## config.mk

```make
export PLATFORM = sky130hd
export DESIGN_NAME = fork_join_top
export DESIGN_NICKNAME = d
export VERILOG_FILES = /design/src/hw/fj_pkg.sv /design/src/hw/checksum_lane.sv /design/src/hw/flow_fork.sv /design/src/hw/fork_join_top.sv /design/src/hw/out_stage.sv /design/src/hw/pipe_stage.sv /design/src/hw/popcount_lane.sv
export VERILOG_INCLUDE_DIRS = /design/src /design/src/hw
export SDC_FILE = /design/constraint.sdc
export NUM_CORES = 1
export LEC_CHECK = 0
export ABC_AREA = 0
export BUFFER_PORTS_ARGS = -buffer_cell sky130_fd_sc_hd__clkbuf_2
export CAP_MARGIN = 20
export CORE_MARGIN = 2
export CORE_UTILIZATION = 25
export DETAILED_ROUTE_END_ITERATION = 8
export PLACE_DENSITY = 0.38
export SETUP_SLACK_MARGIN = 0.02
export SYNTH_ARGS = -nofsm -noshare
export SYNTH_HDL_FRONTEND = slang
export SYNTH_HIERARCHICAL = 1
export SYNTH_SLANG_ARGS = --single-unit
```

## constraint.sdc

```tcl
create_clock -name clk -period 12.9 [get_ports clk]
set_input_delay 0.645 -clock clk [delete_from_list [all_inputs] [get_ports clk]]
set_output_delay 0.645 -clock clk [all_outputs]
set_load 0.05 [all_outputs]
```

## src/hw/fj_params.svh

```systemverilog
// --------------------------------------------------------------------------
// Fork-join word statistics, global sizing
// Word width, byte count and the widths of the derived statistics
// --------------------------------------------------------------------------

`ifndef FJ_PARAMS_SVH
`define FJ_PARAMS_SVH

// Input word width in bits
`define FJ_WORD_W 32
// Bytes per word, byte 0 is least significant
`define FJ_NUM_BYTES (`FJ_WORD_W / 8)
// Set-bit count, wide enough to hold FJ_WORD_W itself
`define FJ_CNT_W 6
// Raw byte sum, four bytes of 255 fit in 10 bits
`define FJ_SUM_W 10
// Folded ones'-complement checksum
`define FJ_CSUM_W 8

`endif

```

## src/hw/fj_pkg.sv

```systemverilog
// --------------------------------------------------------------------------
// Fork-join word statistics, shared types
// Input word views, lane payloads and the joined result record
// --------------------------------------------------------------------------

`default_nettype none

`include "fj_params.svh"

package fj_pkg;

  // ------------------------------------------------------------------------
  // Input word
  // ------------------------------------------------------------------------

  // Same word seen whole by the popcount lane, per byte by the checksum lane
  typedef union packed {
    logic [`FJ_WORD_W-1:0]         raw;
    logic [`FJ_NUM_BYTES-1:0][7:0] bytes;
  } word_u;

  // ------------------------------------------------------------------------
  // Lane payloads
  // ------------------------------------------------------------------------

  // Popcount lane record, 39 bits
  typedef struct packed {
    logic [`FJ_WORD_W-1:0] word;
    logic [`FJ_CNT_W-1:0]  count;
    logic                  parity;  // set when count is odd
  } pop_t;

  // Unfolded byte sum between the two checksum stages
  typedef struct packed {
    logic [`FJ_SUM_W-1:0] sum;
  } sum_t;

  // ------------------------------------------------------------------------
  // Output record, 47 bits
  // ------------------------------------------------------------------------
  typedef struct packed {
    logic [`FJ_WORD_W-1:0] word;
    logic [`FJ_CNT_W-1:0]  count;
    logic                  parity;
    logic [`FJ_CSUM_W-1:0] csum;
  } result_t;

endpackage

`default_nettype wire

```

## src/hw/checksum_lane.sv

```systemverilog
// --------------------------------------------------------------------------
// Checksum lane
// Stage 1 adds the four bytes into a 10-bit sum. Stage 2 folds the upper
// bits back in twice, end-around style, and inverts the result into an
// 8-bit ones'-complement checksum
// --------------------------------------------------------------------------

`default_nettype none

`include "fj_params.svh"

module checksum_lane (
  input  logic                  clk,
  input  logic                  rst,
  input  logic                  in_valid,
  output logic                  in_ready,
  input  fj_pkg::word_u         in_word,
  output logic                  out_valid,
  input  logic                  out_ready,
  output logic [`FJ_CSUM_W-1:0] out_csum
);

  fj_pkg::sum_t          s1_in;
  fj_pkg::sum_t          s1_out;
  logic                  s1_valid;
  logic                  s1_ready;
  logic [`FJ_CSUM_W:0]   fold1;
  logic [`FJ_CSUM_W-1:0] fold2;
  logic [`FJ_CSUM_W-1:0] csum;

  // ------------------------------------------------------------------------
  // Stage 1 byte sum
  // ------------------------------------------------------------------------
  always_comb begin
    s1_in.sum = '0;
    for (int i = 0; i < `FJ_NUM_BYTES; i++) begin
      s1_in.sum = s1_in.sum + `FJ_SUM_W'(in_word.bytes[i]);
    end
  end

  pipe_stage #(.Width($bits(fj_pkg::sum_t))) u_s1 (
    .clk       (clk),
    .rst       (rst),
    .in_valid  (in_valid),
    .in_ready  (in_ready),
    .in_data   (s1_in),
    .out_valid (s1_valid),
    .out_ready (s1_ready),
    .out_data  (s1_out)
  );

  // ------------------------------------------------------------------------
  // Stage 2 fold and invert
  // ------------------------------------------------------------------------
  always_comb begin
    // Upper two sum bits wrap into the low byte
    fold1 = {1'b0, s1_out.sum[`FJ_CSUM_W-1:0]} +
            (`FJ_CSUM_W + 1)'(s1_out.sum[`FJ_SUM_W-1:`FJ_CSUM_W]);
    // Carry out of bit 7 wraps once more and cannot carry again
    fold2 = fold1[`FJ_CSUM_W-1:0] + `FJ_CSUM_W'(fold1[`FJ_CSUM_W]);
    csum  = ~fold2;
  end

  pipe_stage #(.Width(`FJ_CSUM_W)) u_s2 (
    .clk       (clk),
    .rst       (rst),
    .in_valid  (s1_valid),
    .in_ready  (s1_ready),
    .in_data   (csum),
    .out_valid (out_valid),
    .out_ready (out_ready),
    .out_data  (out_csum)
  );

  // Four bytes can never add past 4 * 255
  sum_range_a : assert property (@(posedge clk) disable iff (rst)
    s1_valid |-> s1_out.sum <= `FJ_SUM_W'(4 * 255));

endmodule

`default_nettype wire

```

## src/hw/flow_fork.sv

```systemverilog
// --------------------------------------------------------------------------
// Two-way ready/valid flow fork
// Hands one upstream stream to two lanes that must both take it on the
// same edge. Control only, the word travels to the lanes on its own bus
// --------------------------------------------------------------------------

`default_nettype none

module flow_fork (
  // Clock and reset feed the assertions only
  input  logic       clk,
  input  logic       rst,
  // Upstream side
  input  logic       push_valid,
  output logic       push_ready,
  // Lane side, bit 0 popcount lane, bit 1 checksum lane
  input  logic [1:0] pop_ready,
  // A lane valid can drop when the other lane's ready drops,
  // no lane valid depends on that lane's own ready
  output logic [1:0] pop_valid_unstable
);

  // ------------------------------------------------------------------------
  // Handshake
  // ------------------------------------------------------------------------

  // Upstream moves only when every lane can take the word
  assign push_ready = &pop_ready;

  // Each lane sees valid only while the other lane is ready
  always_comb begin
    for (int i = 0; i < 2; i++) begin
      pop_valid_unstable[i] = push_valid && pop_ready[1 - i];
    end
  end

  // ------------------------------------------------------------------------
  // Checks
  // ------------------------------------------------------------------------

  // Upstream must not withdraw a stalled word
  push_hold_a : assert property (@(posedge clk) disable iff (rst)
    push_valid && !push_ready |=> push_valid);

  // No lane ever sees a word that upstream did not offer
  no_phantom_a : assert property (@(posedge clk) disable iff (rst)
    !push_valid |-> pop_valid_unstable == 2'b00);

endmodule

`default_nettype wire

```

## src/hw/fork_join_top.sv

```systemverilog
// --------------------------------------------------------------------------
// Fork-join word statistics pipeline
// Input register, two-way fork into popcount and checksum lanes, and a
// joining output register. Three cycles from input accept to out_valid
// when nothing back-pressures
// --------------------------------------------------------------------------

`default_nettype none

`include "fj_params.svh"

module fork_join_top (
  input  logic            clk,
  input  logic            rst,
  input  logic            in_valid,
  output logic            in_ready,
  input  fj_pkg::word_u   in_word,
  output logic            out_valid,
  input  logic            out_ready,
  output fj_pkg::result_t out_result
);

  fj_pkg::word_u         stage_word;
  fj_pkg::pop_t          pop_data;
  logic                  stage_valid;
  logic                  stage_ready;
  logic [1:0]            lane_valid;
  logic [1:0]            lane_ready;
  logic                  pop_valid;
  logic                  pop_ready;
  logic                  csum_valid;
  logic                  csum_ready;
  logic [`FJ_CSUM_W-1:0] csum_data;

  pipe_stage #(.Width($bits(fj_pkg::word_u))) u_in_stage (
    .clk(clk), .rst(rst),
    .in_valid(in_valid), .in_ready(in_ready), .in_data(in_word),
    .out_valid(stage_valid), .out_ready(stage_ready), .out_data(stage_word)
  );

  // Lane 0 popcount, lane 1 checksum
  flow_fork u_fork (
    .clk(clk), .rst(rst),
    .push_valid(stage_valid), .push_ready(stage_ready),
    .pop_ready(lane_ready), .pop_valid_unstable(lane_valid)
  );

  // Held word fans out to both lanes
  popcount_lane u_pop (
    .clk(clk), .rst(rst),
    .in_valid(lane_valid[0]), .in_ready(lane_ready[0]), .in_word(stage_word),
    .out_valid(pop_valid), .out_ready(pop_ready), .out_pop(pop_data)
  );

  checksum_lane u_csum (
    .clk(clk), .rst(rst),
    .in_valid(lane_valid[1]), .in_ready(lane_ready[1]), .in_word(stage_word),
    .out_valid(csum_valid), .out_ready(csum_ready), .out_csum(csum_data)
  );

  out_stage u_out (
    .clk(clk), .rst(rst),
    .a_valid(pop_valid), .a_ready(pop_ready), .a_pop(pop_data),
    .b_valid(csum_valid), .b_ready(csum_ready), .b_csum(csum_data),
    .out_valid(out_valid), .out_ready(out_ready), .out_result(out_result)
  );

endmodule

`default_nettype wire

```

## src/hw/out_stage.sv

```systemverilog
// --------------------------------------------------------------------------
// Output stage with lane join
// Takes one entry from each lane on the same edge and registers the
// combined result record toward the output port
// --------------------------------------------------------------------------

`default_nettype none

`include "fj_params.svh"

module out_stage (
  input  logic                  clk,
  input  logic                  rst,
  // Popcount lane
  input  logic                  a_valid,
  output logic                  a_ready,
  input  fj_pkg::pop_t          a_pop,
  // Checksum lane
  input  logic                  b_valid,
  output logic                  b_ready,
  input  logic [`FJ_CSUM_W-1:0] b_csum,
  // Result port
  output logic                  out_valid,
  input  logic                  out_ready,
  output fj_pkg::result_t       out_result
);

  fj_pkg::result_t result_q;
  fj_pkg::result_t joined;
  logic            valid_q;
  logic            can_load;
  logic            load;

  // ------------------------------------------------------------------------
  // Join
  // ------------------------------------------------------------------------

  // Register empty or being drained this cycle
  assign can_load = !valid_q || out_ready;
  // Pair moves only when both halves are present
  assign load     = a_valid && b_valid && can_load;
  assign a_ready  = load;
  assign b_ready  = load;

  always_comb begin
    joined.word   = a_pop.word;
    joined.count  = a_pop.count;
    joined.parity = a_pop.parity;
    joined.csum   = b_csum;
  end

  // ------------------------------------------------------------------------
  // Result register
  // ------------------------------------------------------------------------
  always_ff @(posedge clk) begin
    if (rst) begin
      valid_q <= 1'b0;
    end else if (load) begin
      valid_q <= 1'b1;
    end else if (out_ready) begin
      valid_q <= 1'b0;
    end
  end

  always_ff @(posedge clk) begin
    if (load) begin
      result_q <= joined;
    end
  end

  assign out_valid  = valid_q;
  assign out_result = result_q;

  // Lanes stay in lockstep, a transfer on one lane implies one on the other
  lockstep_a : assert property (@(posedge clk) disable iff (rst)
    (a_valid && a_ready) == (b_valid && b_ready));

endmodule

`default_nettype wire

```

## src/hw/pipe_stage.sv

```systemverilog
// --------------------------------------------------------------------------
// One-entry ready/valid register stage
// Ready looks through to the downstream ready, so a full stage that is
// drained in the same cycle still accepts and throughput stays at one
// transfer per cycle
// --------------------------------------------------------------------------

`default_nettype none

module pipe_stage #(
  parameter int Width = 32
) (
  input  logic             clk,
  input  logic             rst,
  // Upstream side
  input  logic             in_valid,
  output logic             in_ready,
  input  logic [Width-1:0] in_data,
  // Downstream side
  output logic             out_valid,
  input  logic             out_ready,
  output logic [Width-1:0] out_data
);

  logic             valid_q;
  logic [Width-1:0] data_q;
  logic             load;

  // Empty, or the held entry leaves on this edge
  assign in_ready = !valid_q || out_ready;
  assign load     = in_valid && in_ready;

  // Occupancy flag
  always_ff @(posedge clk) begin
    if (rst) begin
      valid_q <= 1'b0;
    end else if (load) begin
      valid_q <= 1'b1;
    end else if (out_ready) begin
      valid_q <= 1'b0;
    end
  end

  // Payload, written only on an accepting edge
  always_ff @(posedge clk) begin
    if (load) begin
      data_q <= in_data;
    end
  end

  assign out_valid = valid_q;
  assign out_data  = data_q;

  // Stalled output holds both valid and data until the transfer
  hold_a : assert property (@(posedge clk) disable iff (rst)
    out_valid && !out_ready |=> out_valid && $stable(out_data));

endmodule

`default_nettype wire

```

## src/hw/popcount_lane.sv

```systemverilog
// --------------------------------------------------------------------------
// Population-count lane
// Stage 1 counts the set bits of the word, stage 2 adds the parity bit.
// The word rides along so the output stage can rebuild the record
// --------------------------------------------------------------------------

`default_nettype none

`include "fj_params.svh"

module popcount_lane (
  input  logic          clk,
  input  logic          rst,
  input  logic          in_valid,
  output logic          in_ready,
  input  fj_pkg::word_u in_word,
  output logic          out_valid,
  input  logic          out_ready,
  output fj_pkg::pop_t  out_pop
);

  fj_pkg::pop_t s1_in;
  fj_pkg::pop_t s1_out;
  fj_pkg::pop_t s2_in;
  logic         s1_valid;
  logic         s1_ready;

  // ------------------------------------------------------------------------
  // Stage 1, bit count
  // ------------------------------------------------------------------------
  always_comb begin
    s1_in.word   = in_word.raw;
    s1_in.count  = '0;
    // Parity is settled in stage 2
    s1_in.parity = 1'b0;
    for (int i = 0; i < `FJ_WORD_W; i++) begin
      s1_in.count = s1_in.count + `FJ_CNT_W'(in_word.raw[i]);
    end
  end

  pipe_stage #(.Width($bits(fj_pkg::pop_t))) u_s1 (
    .clk       (clk),
    .rst       (rst),
    .in_valid  (in_valid),
    .in_ready  (in_ready),
    .in_data   (s1_in),
    .out_valid (s1_valid),
    .out_ready (s1_ready),
    .out_data  (s1_out)
  );

  // ------------------------------------------------------------------------
  // Stage 2, parity
  // ------------------------------------------------------------------------
  always_comb begin
    s2_in        = s1_out;
    // Odd count means odd number of ones
    s2_in.parity = s1_out.count[0];
  end

  pipe_stage #(.Width($bits(fj_pkg::pop_t))) u_s2 (
    .clk       (clk),
    .rst       (rst),
    .in_valid  (s1_valid),
    .in_ready  (s1_ready),
    .in_data   (s2_in),
    .out_valid (out_valid),
    .out_ready (out_ready),
    .out_data  (out_pop)
  );

endmodule

`default_nettype wire

```

**Word level (Yosys, flattened, before mapping)**

Cells that the tools add are included.

- Flip-flop bits (word level): 180
- Input bits: 36

- Bitwise operators: 1
- Add/sub/neg operators: 36
- Multiplexer cells: 11
- Reductions and logical operators: 28

Operator list:

| cell | number |
|---|---|
| adder 6 x 1 -> 6 bit | 30 |
| adder 10 x 8 -> 10 bit | 2 |
| nonzero test 2 bit | 6 |
| 2-to-1 mux 1 bit | 11 |
| adder 8 x 2 -> 9 bit | 1 |
| adder 8 x 8 -> 9 bit | 1 |
| logical AND 1 bit | 9 |
| adder 8 x 1 -> 8 bit | 1 |
| NOT 8 bit | 1 |
| zero test 1 bit | 6 |
| logical OR 1 bit | 6 |
| adder 1 x 1 -> 2 bit | 1 |
| AND reduction 2 bit | 1 |

**Depth between registers and ports, before layout**

Gate-level depths: netlist (run 1).

- Depth in word-level cells: 31
- Gate-level depth with buffers: 16
- Mapped depth without buffers: 16

**Hierarchy**

The synthesis (run 1) kept the hierarchy.

Modules (own cells, without submodules):

| module | times used | sequential area each (sq um) | area an instance (sq um) | cells each |
|---|---|---|---|---|
| pipe_stage at u_pop.u_s1 ... | 2 | 1,191.1 | 1,226.2 | 44 |
| out_stage | 1 | 1,431.4 | 1,481.4 | 53 |
| checksum_lane | 1 | 0.0 | 1,151.1 | 152 |
| pipe_stage at u_in_stage | 1 | 980.9 | 1,016.0 | 37 |
| popcount_lane | 1 | 0.0 | 762.0 | 74 |
| pipe_stage at u_csum.u_s1 | 1 | 320.3 | 355.3 | 15 |
| pipe_stage at u_csum.u_s2 | 1 | 260.2 | 295.3 | 13 |
| flow_fork | 1 | 0.0 | 18.8 | 3 |

**Least setup slack after synthesis (run 1)**

No wires, ideal clock.

- Path type: register to register
- Start point: register u_in_stage.data_q[0], in the netlist u_in_stage/out_data[0]
- End point: register u_pop.u_s1.data_q[5], in the netlist u_pop/u_s1/out_data[5], data pin
- Cell stages (with the launch flop): 17
- Period minus slack after synthesis: 4.648 ns
- Data arrival time: 4.389 ns
- Setup time: 0.259 ns
- Path slack: 8.252 ns
- Data required time: 12.641 ns
- Buffers on the path: 0
- Cell sequence: edfxtp_1 > inv_1 > fa_1 > inv_1 > fa_1 > fa_1 > fa_1 > fa_1 > inv_1 > fa_1 > inv_1 > ha_1 > inv_1 > fa_1 > nand2b_1 > a21oi_2 > xor2_1

RTL lines:

| item | RTL line | RTL |
|---|---|---|
| from (decl) | pipe_stage.sv:26 | `logic [Width-1:0] data_q;` |
| from (signal assigned) | pipe_stage.sv:47 | `data_q <= in_data;` |
| to (signal assigned) | pipe_stage.sv:47 |  |
| to (decl) | pipe_stage.sv:26 |  |

==> qor.yml, run 1 <==
ctsResizeCount: 0
netlist_area_sq_um: 7500
post_route_cells_drive_above_1_share_pct: 25.6
multi_input_area_sq_um: 1800
finalWirelength_um: 14000
hold_end: "u_in_stage/out_data[14]"
first_pass_iters: 4
h-tree-depth: 4
tns_ps: 0
cts_sinks: 180
avgSynthCellArea_sq_um: 17.3
cts_buffers: 17
place_area_sq_um: 8380
place_inst: 904
required_ps: 13080
final_cell_area_sq_um: 9000
ios: 85
netlist_instances: 433
fin_util_pct: 30.4
register_area_sq_um: 5350
fillers: 2936
viasPerCell: 3.75
synth_warnings: 6
relSlewSlack_pct: 57.0
reg2reg_depth: 16
timing.hold.ws_ps: 384
dieArea_sq_um: 31400
maxCapViolations: 0
grt-ovfl-total: 0
min_path_cells: 1
numPortBuffers: 84
dr.first_iter.drc_count: 179
ant_nets: 0
hp-class: "in -> reg"
timing.rr.end: "u_pop/u_s1/out_data[5]"
tritoncts: "done"
wl_per_cell_um: 15.0
synthToLayoutAreaGrowth_pct: 20.0
antenna_found_initial: 0
rsz0062_at_grt: "no"
core_area_sq_um: 29600
p_leak_nw: 3.48
clock.fmax_mhz: 206
r2r_slack_ps: 8040
min_period_over_period_pct: 37.7
path_max_fanout: 3
hold_start: "in_word[14]"
grt_pass1_wl_um: 22300
clockBufferDepth: 2
r2r_start: "u_in_stage/out_data[0]"
start_kind: "flop"
post-place-ws_ps: 8030
critPathArrivalTime_ps: 5040
syn_nets: 530
worstSetupEndpointType: "flop"
max-vdd-ir-drop_v: 0.000106
gp_congestion: 0.766
chipHeight_um: 177
status: "finished clean"
worstSkewPairLatency_ps: 430
grt_use_total_pct: 9.69
criticalPathCategory: "reg -> reg"
period_minus_slack_ps: 4860
start_util_pct: 25.4
drc_errors: 0
skew_ps: 15.0
diodes: 0
core.rowCount: 63
power_mw: 1.68
cts-root-buf: "clkbuf_16"
hpwlAfterDp_um: 10200
num-nets-final: 630
vias: 3509
setup_viol: 0
p_per_area_nw_per_um2: 187
hold_buffers: 0
cp-startpoint: "u_in_stage/out_data[0]"
grt_max_degree: 40
fin_ws_ps: 8040
grt_pass1_vias: 3821
hold_viol_final: 0
dieWidth_um: 177
clk_pin_slew_ps: 80
worst_pin_slew_ps: 643
slew_violations: 0
final_cells: 936
cts_setup_buffers: 0
-- flip-flops by register name (all words and copies together), names as in the netlist --
register	count
u_out/out_result	47
u_in_stage/out_valid	1
u_csum/u_s1/out_valid	1
u_csum/u_s1/out_data	10
u_out/out_valid	1
u_in_stage/out_data	32
u_csum/u_s2/out_valid	1
u_pop/u_s1/out_data	38
u_pop/u_s2/out_valid	1
u_pop/u_s2/out_data	39
u_csum/u_s2/out_data	8
u_pop/u_s1/out_valid	1
-- how the worst max path moves through the flow --
stage / to / slack (ps) / cells after the start
2_1_floorplan: u_pop/u_s1/out_data[5] / 8250 / 16
3_3_place_gp: u_pop/u_s1/out_data[5] / 8050 / 16
3_5_place_dp: u_pop/u_s1/out_data[5] / 8030 / 16
4_1_cts: u_pop/u_s1/out_data[5] / 8000 / 16
5_1_grt: u_pop/u_s1/out_data[5] / 7820 / 16
6_report: u_pop/u_s1/out_data[5] / 8040 / 16
-- critical path, stage by stage (launching register included) --
cell      delay [ps]
edfxtp_1         410
inv_1             80
fa_1             560
inv_1             60
fa_1             530
fa_1             440
fa_1             500
fa_1             510
inv_1             50
fa_1             420
inv_1             60
ha_1             150
inv_1             50
fa_1             400
nand2b_1         170
a21oi_2          130
xor2_1            70
-- final cells by class --
cell class	count	area share, %
Clock inverter	15	2.10
Sequential cell	180	59.4
Timing Repair Buffer	85	4.76
Inverter	87	3.63
Multi-Input combinational cell	162	20.0
Tap cell	390	5.42
Clock buffer	17	4.73
-- routing by layer --
metal / wire [um] / global-route usage, %
met4: 183 / 3.41
met3: 597 / 2.56
met1: 6880 / 13.5
met5: 0 / 0
met2: 6380 / 14.5
-- layout by cell type (no fill, tap or decap), types with 2 or more instances in the layout --
master       n
xor2_1       5
inv_1       87
inv_6        2
nand2_1     11
and2_1       3
nand3_1      2
nor3_1       6
clkbuf_2    84
a21oi_1      5
fa_1        41
a21oi_2     10
nor2_1       7
edfxtp_1   174
clkinv_1     2
a211oi_1     3
dfxtp_1      6
xnor2_1     12
o21ai_0      3
nand2b_1     3
nand4_1      3
clkbuf_16   17
and2_4       5
clkinv_8     5
ha_1        20
nand2b_4     7
inv_8        4
a21o_1       3
-- power by group --
group,internal [mW],switching (mW)
Combinational,0.191,0.228
Sequential,0.713,0.0220
Clock,0.279,0.251
Power figures use the tool's default switching activity.
==> inputs of run 2 (changes only) <==
clock period = 4.5 ns   (was 12.9 ns; I/O delays follow)
==> qor.yml, run 2 (synthesized netlist as in run 1, its figures left out) <==
wl_per_cell_um: 14.8  # was 15.0 um
grt_use_total_pct: 9.93  # was 9.69%
required_ps: 4680  # was 13080 ps
rsz0062_at_grt: "yes"  # was no
core.rowCount: 63  # unchanged
grt_pass1_wl_um: 22600  # was 22300 um
slew_violations: 0  # unchanged
largest_reg_flops: 47  # unchanged
ant_nets: 0  # unchanged
final_cells: 983  # was 936
grt-ovfl-total: 0  # unchanged
viasPerCell: 3.80  # was 3.75
hold_viol_final: 0  # unchanged
p_per_area_nw_per_um2: 535  # was 187 nW/um^2
num-nets-final: 677  # was 630
grt_pass1_vias: 3920  # was 3821
dieWidth_um: 177  # unchanged
cp_common_cell: "fa_1"  # unchanged
fin_util_pct: 31.8  # was 30.4%
post-place-ws_ps: -206  # was 8030 ps
status: "finished, violations left"  # was finished clean
cts_buffers: 17  # unchanged
grt_max_degree: 48  # was 40
min_period_over_period_pct: 103  # was 37.7%
criticalPathCategory: "reg -> reg"  # unchanged
max-vdd-ir-drop_v: 0.000344  # was 0.000106 V
clock.fmax_mhz: 215  # was 206 MHz
mostFrequentLayoutCell: "edfxtp_1"  # unchanged
worst_pin_slew_ps: 716  # was 643 ps
p_leak_nw: 3.67  # was 3.48 nW
start_kind: "flop"  # unchanged
dr.first_iter.drc_count: 201  # was 179
antenna_found_initial: 0  # unchanged
dieArea_sq_um: 31400  # unchanged
layout_common_cells: "174 x edfxtp_1, 84 x clkbuf_2, 81 x inv_1, 35 x fa_1, 27 x dlygate4sd3_1"  # was 174 x edfxtp_1, 87 x inv_1, 84 x clkbuf_2, 41 x fa_1, 20 x ha_1
worstPathCellList: "fa_1 -> fa_2 -> fa_1 -> fa_2 -> fa_1 -> inv_1 -> fa_1 -> inv_2 -> ha_4 -> inv_2 -> fa_2 -> nand2b_4 -> a21oi_2 -> xor2_1"  # was inv_1 -> fa_1 -> inv_1 -> fa_1 -> fa_1 -> fa_1 -> fa_1 -> inv_1 -> fa_1 -> inv_1 -> ha_1 -> inv_1 -> fa_1 -> nand2b_1 -> a21oi_2 -> xor2_1
path_max_fanout: 2  # was 3
tns_ps: -173  # was 0 ps
skew_ps: 15.4  # was 15.0 ps
cts-root-buf: "clkbuf_16"  # unchanged
h-tree-depth: 4  # unchanged
fillers: 2955  # was 2936
fin_ws_ps: -147  # was 8040 ps
place_inst: 918  # was 904
diodes: 0  # unchanged
violations: "setup timing"
vias: 3736  # was 3509
chipHeight_um: 177  # unchanged
hpwlAfterDp_um: 10000  # was 10200 um
start_util_pct: 25.4  # unchanged
clockBufferDepth: 2  # unchanged
tritoncts: "done"  # unchanged
gp_congestion: 0.734  # was 0.766
worstSkewPairLatency_ps: 420  # was 430 ps
maxCapViolations: 0  # unchanged
crit_slowest_cell: "fa_1"  # unchanged
path_buf_inv: 3  # was 5
core_area_sq_um: 29600  # unchanged
setup_viol: 2  # was 0
critPathArrivalTime_ps: 4820  # was 5040 ps
period_minus_slack_ps: 4650  # was 4860 ps
post_route_cells_drive_above_1_share_pct: 29.3  # was 25.6%
register_area_sq_um: 5350  # unchanged
drc_errors: 0  # unchanged
clk_pin_slew_ps: 70  # was 80 ps
timing.hold.ws_ps: 33.2  # was 384 ps
ios: 85  # unchanged
finalWirelength_um: 14600  # was 14000 um
synthToLayoutAreaGrowth_pct: 25.4  # was 20.0%
relSlewSlack_pct: 52.2  # was 57.0%
numPortBuffers: 84  # unchanged
cp_top_family: "adder cells"  # unchanged
cts_sinks: 180  # unchanged
cp_slowest_stage_delay_ps: 590  # was 560 ps
hp-class: "in -> reg"  # unchanged
worstSetupEndpointType: "flop"  # unchanged
multi_input_area_sq_um: 1840  # was 1800 sq um
first_pass_iters: 4  # unchanged
run 2: cell types whose count changed in the layout (fill, tap and decap cells not counted), moves of 3 or more:
cell,before,now
buf_4,1,21
fa_1,41,35
dlygate4sd3_1,0,27
inv_6,2,5
clkinv_8,5,0
inv_1,87,81
fa_2,0,6
clkinv_2,0,3
inv_2,0,6
clkbuf_1,0,3
run 2: layer usage:
| layer | vias up | share of wire (%) | global-route usage [%] |
|---|---|---|---|
| met5 | - | 0 | 0 |
| met4 | 0 | 0.94 | 3.00 |
| met3 | 8 | 5.5 | 3.18 |
| met2 | 102 | 43 | 14.2 |
| met1 | 1853 | 50 | 14.3 |
| li1 | 1773 | - | - |
run 2: final timing paths:
| check | startpoint | endpoint | slack, ps | depth (start not counted) |
|---|---|---|---|---|
| worst min register to register | u_csum/u_s2/out_data[6] | u_out/out_result[6] | 420 | 0 |
| worst max register to register | u_in_stage/out_data[9] | u_pop/u_s1/out_data[5] | -150 | 14 |
| worst min-delay path | in_word[16] | u_in_stage/out_data[16] | 30 | 1 |
| worst max-delay path | u_in_stage/out_data[9] | u_pop/u_s1/out_data[5] | -150 | 14 |
run 2: cell type report:
| class | instances | area share, % |
|---|---|---|
| flip-flops and latches | 180 | 56.8 |
| multi-input cells | 162 | 19.6 |
| repair buffers | 132 | 9.02 |
| well taps | 390 | 5.19 |
| clock buffers | 20 | 4.64 |
| inverters | 87 | 3.47 |
| clock inverters | 12 | 1.26 |
run 2: power by group:
part           total (mW)  internal, mW  switching [mW]
Clock                1.43         0.777           0.656
Combinational        1.49         0.727           0.765
Sequential           2.10          2.04          0.0596
Total                5.03          3.55            1.48
run 2: metrics by stage:
step	total power [mW]	area, sq um
6_report	5.03	9410
2_1_floorplan	3.15	7510
3_5_place_dp	3.46	8500
5_1_grt	5.39	9410
3_3_place_gp	3.47	8500
4_1_cts	4.97	9340
run 2: worst reg2reg max path: cells and delay by family (launching register included):
kind / cells / cell delay, ps
XOR/XNOR: 1 / 80
AO/OA/AOI/OAI: 1 / 140
AND/OR/NAND/NOR: 1 / 150
adder cells (fa/ha/maj): 8 / 3440
buffers and inverters: 3 / 170
flip-flops: 1 / 420
run 2: timing repair:
item,in CTS,in global routing
gates resized for setup,5,10
hold buffers,27,0
cloned,0,0
endpoints found under the hold margin,27,0
endpoints found under the setup margin,5,5
pin swaps,3,17
buffers inserted,1,5
==> inputs of run 3 (changes only) <==
CELL_PAD_IN_SITES_DETAIL_PLACEMENT = 1   (was unset)
CELL_PAD_IN_SITES_GLOBAL_PLACEMENT = 1   (was unset)
CORE_UTILIZATION = 47   (was 25)
PLACE_DENSITY = 0.73   (was 0.38)
==> qor.yml, run 3 (synthesized netlist as in run 1, its figures left out) <==
dr.first_iter.drc_count: 241  # was 201
tns_ps: -650  # was -173 ps
criticalPathCategory: "reg -> reg"  # unchanged
viasPerCell: 4.79  # was 3.80
post_route_cells_drive_above_1_share_pct: 28.4  # was 29.3%
hp-class: "in -> reg"  # unchanged
min_period_over_period_pct: 104  # was 103%
layout_common_cells: "174 x edfxtp_1, 84 x clkbuf_2, 81 x inv_1, 40 x fa_1, 31 x dlygate4sd3_1"  # was 174 x edfxtp_1, 84 x clkbuf_2, 81 x inv_1, 35 x fa_1, 27 x dlygate4sd3_1
fillers: 1481  # was 2955
drc_errors: 0  # unchanged
maxCapViolations: 0  # unchanged
dieWidth_um: 130  # was 177 um
place_area_sq_um: 8250  # was 8500 sq um
final_cell_area_sq_um: 9220  # was 9410 sq um
vias: 3881  # was 3736
clk_pin_slew_ps: 70  # about the same
grt_pass1_vias: 4214  # was 3920
finalWirelength_um: 15100  # was 14600 um
ant_nets: 0  # unchanged
worstSetupEndpointType: "flop"  # unchanged
numPortBuffers: 84  # unchanged
clock.fmax_mhz: 214  # was 215 MHz
tritoncts: "done"  # unchanged
chipHeight_um: 130  # was 177 um
path_max_fanout: 2  # unchanged
r2r_slack_ps: -180  # was -150 ps
fin_ws_ps: -178  # was -147 ps
p_per_area_nw_per_um2: 547  # was 535 nW/um^2
period_minus_slack_ps: 4680  # was 4650 ps
cts-root-buf: "clkbuf_16"  # unchanged
p_leak_nw: 3.69  # was 3.67 nW
required_ps: 4690  # was 4680 ps
gp_congestion: 0.852  # was 0.734
critPathArrivalTime_ps: 4870  # was 4820 ps
worstSkewPairLatency_ps: 440  # was 420 ps
grt_pass1_wl_um: 23000  # was 22600 um
min_path_cells: 1  # unchanged
ios: 85  # unchanged
clockBufferDepth: 2  # unchanged
num-nets-final: 679  # was 677
reg2reg_depth: 16  # was 14
max-vdd-ir-drop_v: 0.000399  # was 0.000344 V
rsz0062_at_grt: "yes"  # unchanged
mostFrequentLayoutCell: "edfxtp_1"  # unchanged
post-place-ws_ps: -179  # was -206 ps
grt_max_degree: 40  # was 48
wl_per_cell_um: 18.7  # was 14.8 um
status: "finished, violations left"  # unchanged
start_kind: "flop"  # unchanged
skew_ps: 8.44  # was 15.4 ps
dieArea_sq_um: 17000  # was 31400 sq um
grt-ovfl-total: 0  # unchanged
slew_violations: 0  # unchanged
synthToLayoutAreaGrowth_pct: 22.9  # was 25.4%
worst_pin_slew_ps: 550  # was 716 ps
antenna_found_initial: 0  # unchanged
hold_viol_final: 0  # unchanged
cts_buffers: 17  # unchanged
start_util_pct: 47.7  # was 25.4%
cts_sinks: 180  # unchanged
setup_viol: 5  # was 2
core_area_sq_um: 15700  # was 29600 sq um
relSlewSlack_pct: 63.3  # was 52.2%
grt_use_total_pct: 19.4  # was 9.93%
violations: "setup timing"  # unchanged
h-tree-depth: 4  # unchanged
largest_reg_flops: 47  # unchanged
fin_util_pct: 58.7  # was 31.8%
core.rowCount: 46  # was 63
timing.hold.ws_ps: 47.1  # was 33.2 ps
first_pass_iters: 4  # unchanged
hpwlAfterDp_um: 10500  # was 10000 um
diodes: 0  # unchanged
[run 3: final timing paths]
path                                 from                      end
hold / removal                in_word[19]  u_in_stage/out_data[19]
setup / recovery   u_in_stage/out_data[3]   u_pop/u_s1/out_data[5]
setup reg to reg   u_in_stage/out_data[3]   u_pop/u_s1/out_data[5]
hold reg to reg   u_csum/u_s2/out_data[3]      u_out/out_result[3]
[run 3: layout make-up]
cell class,count,area [sq um],area share [%]
multi-input combinational,162,1820,19.7
timing repair buffer,134,873,9.47
tap,216,270,2.93
inverter,87,327,3.54
clock inverter,15,160,1.74
sequential,180,5350,58.0
clock buffer,17,425,4.61
[run 3: metrics by stage]
step	total power, mW	cells
global placement	3.42	740
detailed placement	3.52	740
global route	5.31	811
finish	5.04	811
floorplan	3.15	433
CTS	5.03	808
[run 3: report_power, final]
group | switching [mW] | leakage (nW) | internal (mW) | total [mW]
logic | 0.792 | 1.74 | 0.688 | 1.48
registers | 0.0662 | 1.67 | 2.04 | 2.11
clock network | 0.706 | 0.283 | 0.743 | 1.45
[run 3: metal layers]
layer	part of all wire (%)	track usage, %
met5	0	0
met4	2.3	8.16
met3	4.3	5.04
met2	52	33.0
met1	42	23.7
[run 3: critical path, cell delays in order (launching register included)]
cell and delay, ps:
edfxtp_1 390, inv_2 70, fa_1 550, inv_2 50, fa_1 450, fa_1 540, fa_1 440, fa_1 520
inv_1 50, fa_1 440, inv_2 80, ha_4 130, inv_2 40, fa_2 330, nand2b_4 150, a21oi_2 120
xor2_1 70
[run 3: timing repair]
action,4_1_cts,5_1_grt
pin swaps,3,5
endpoints found under the setup margin,5,5
hold buffers,31,0
resized for setup,4,5
buffers inserted,5,3
hold endpoints to repair,31,0
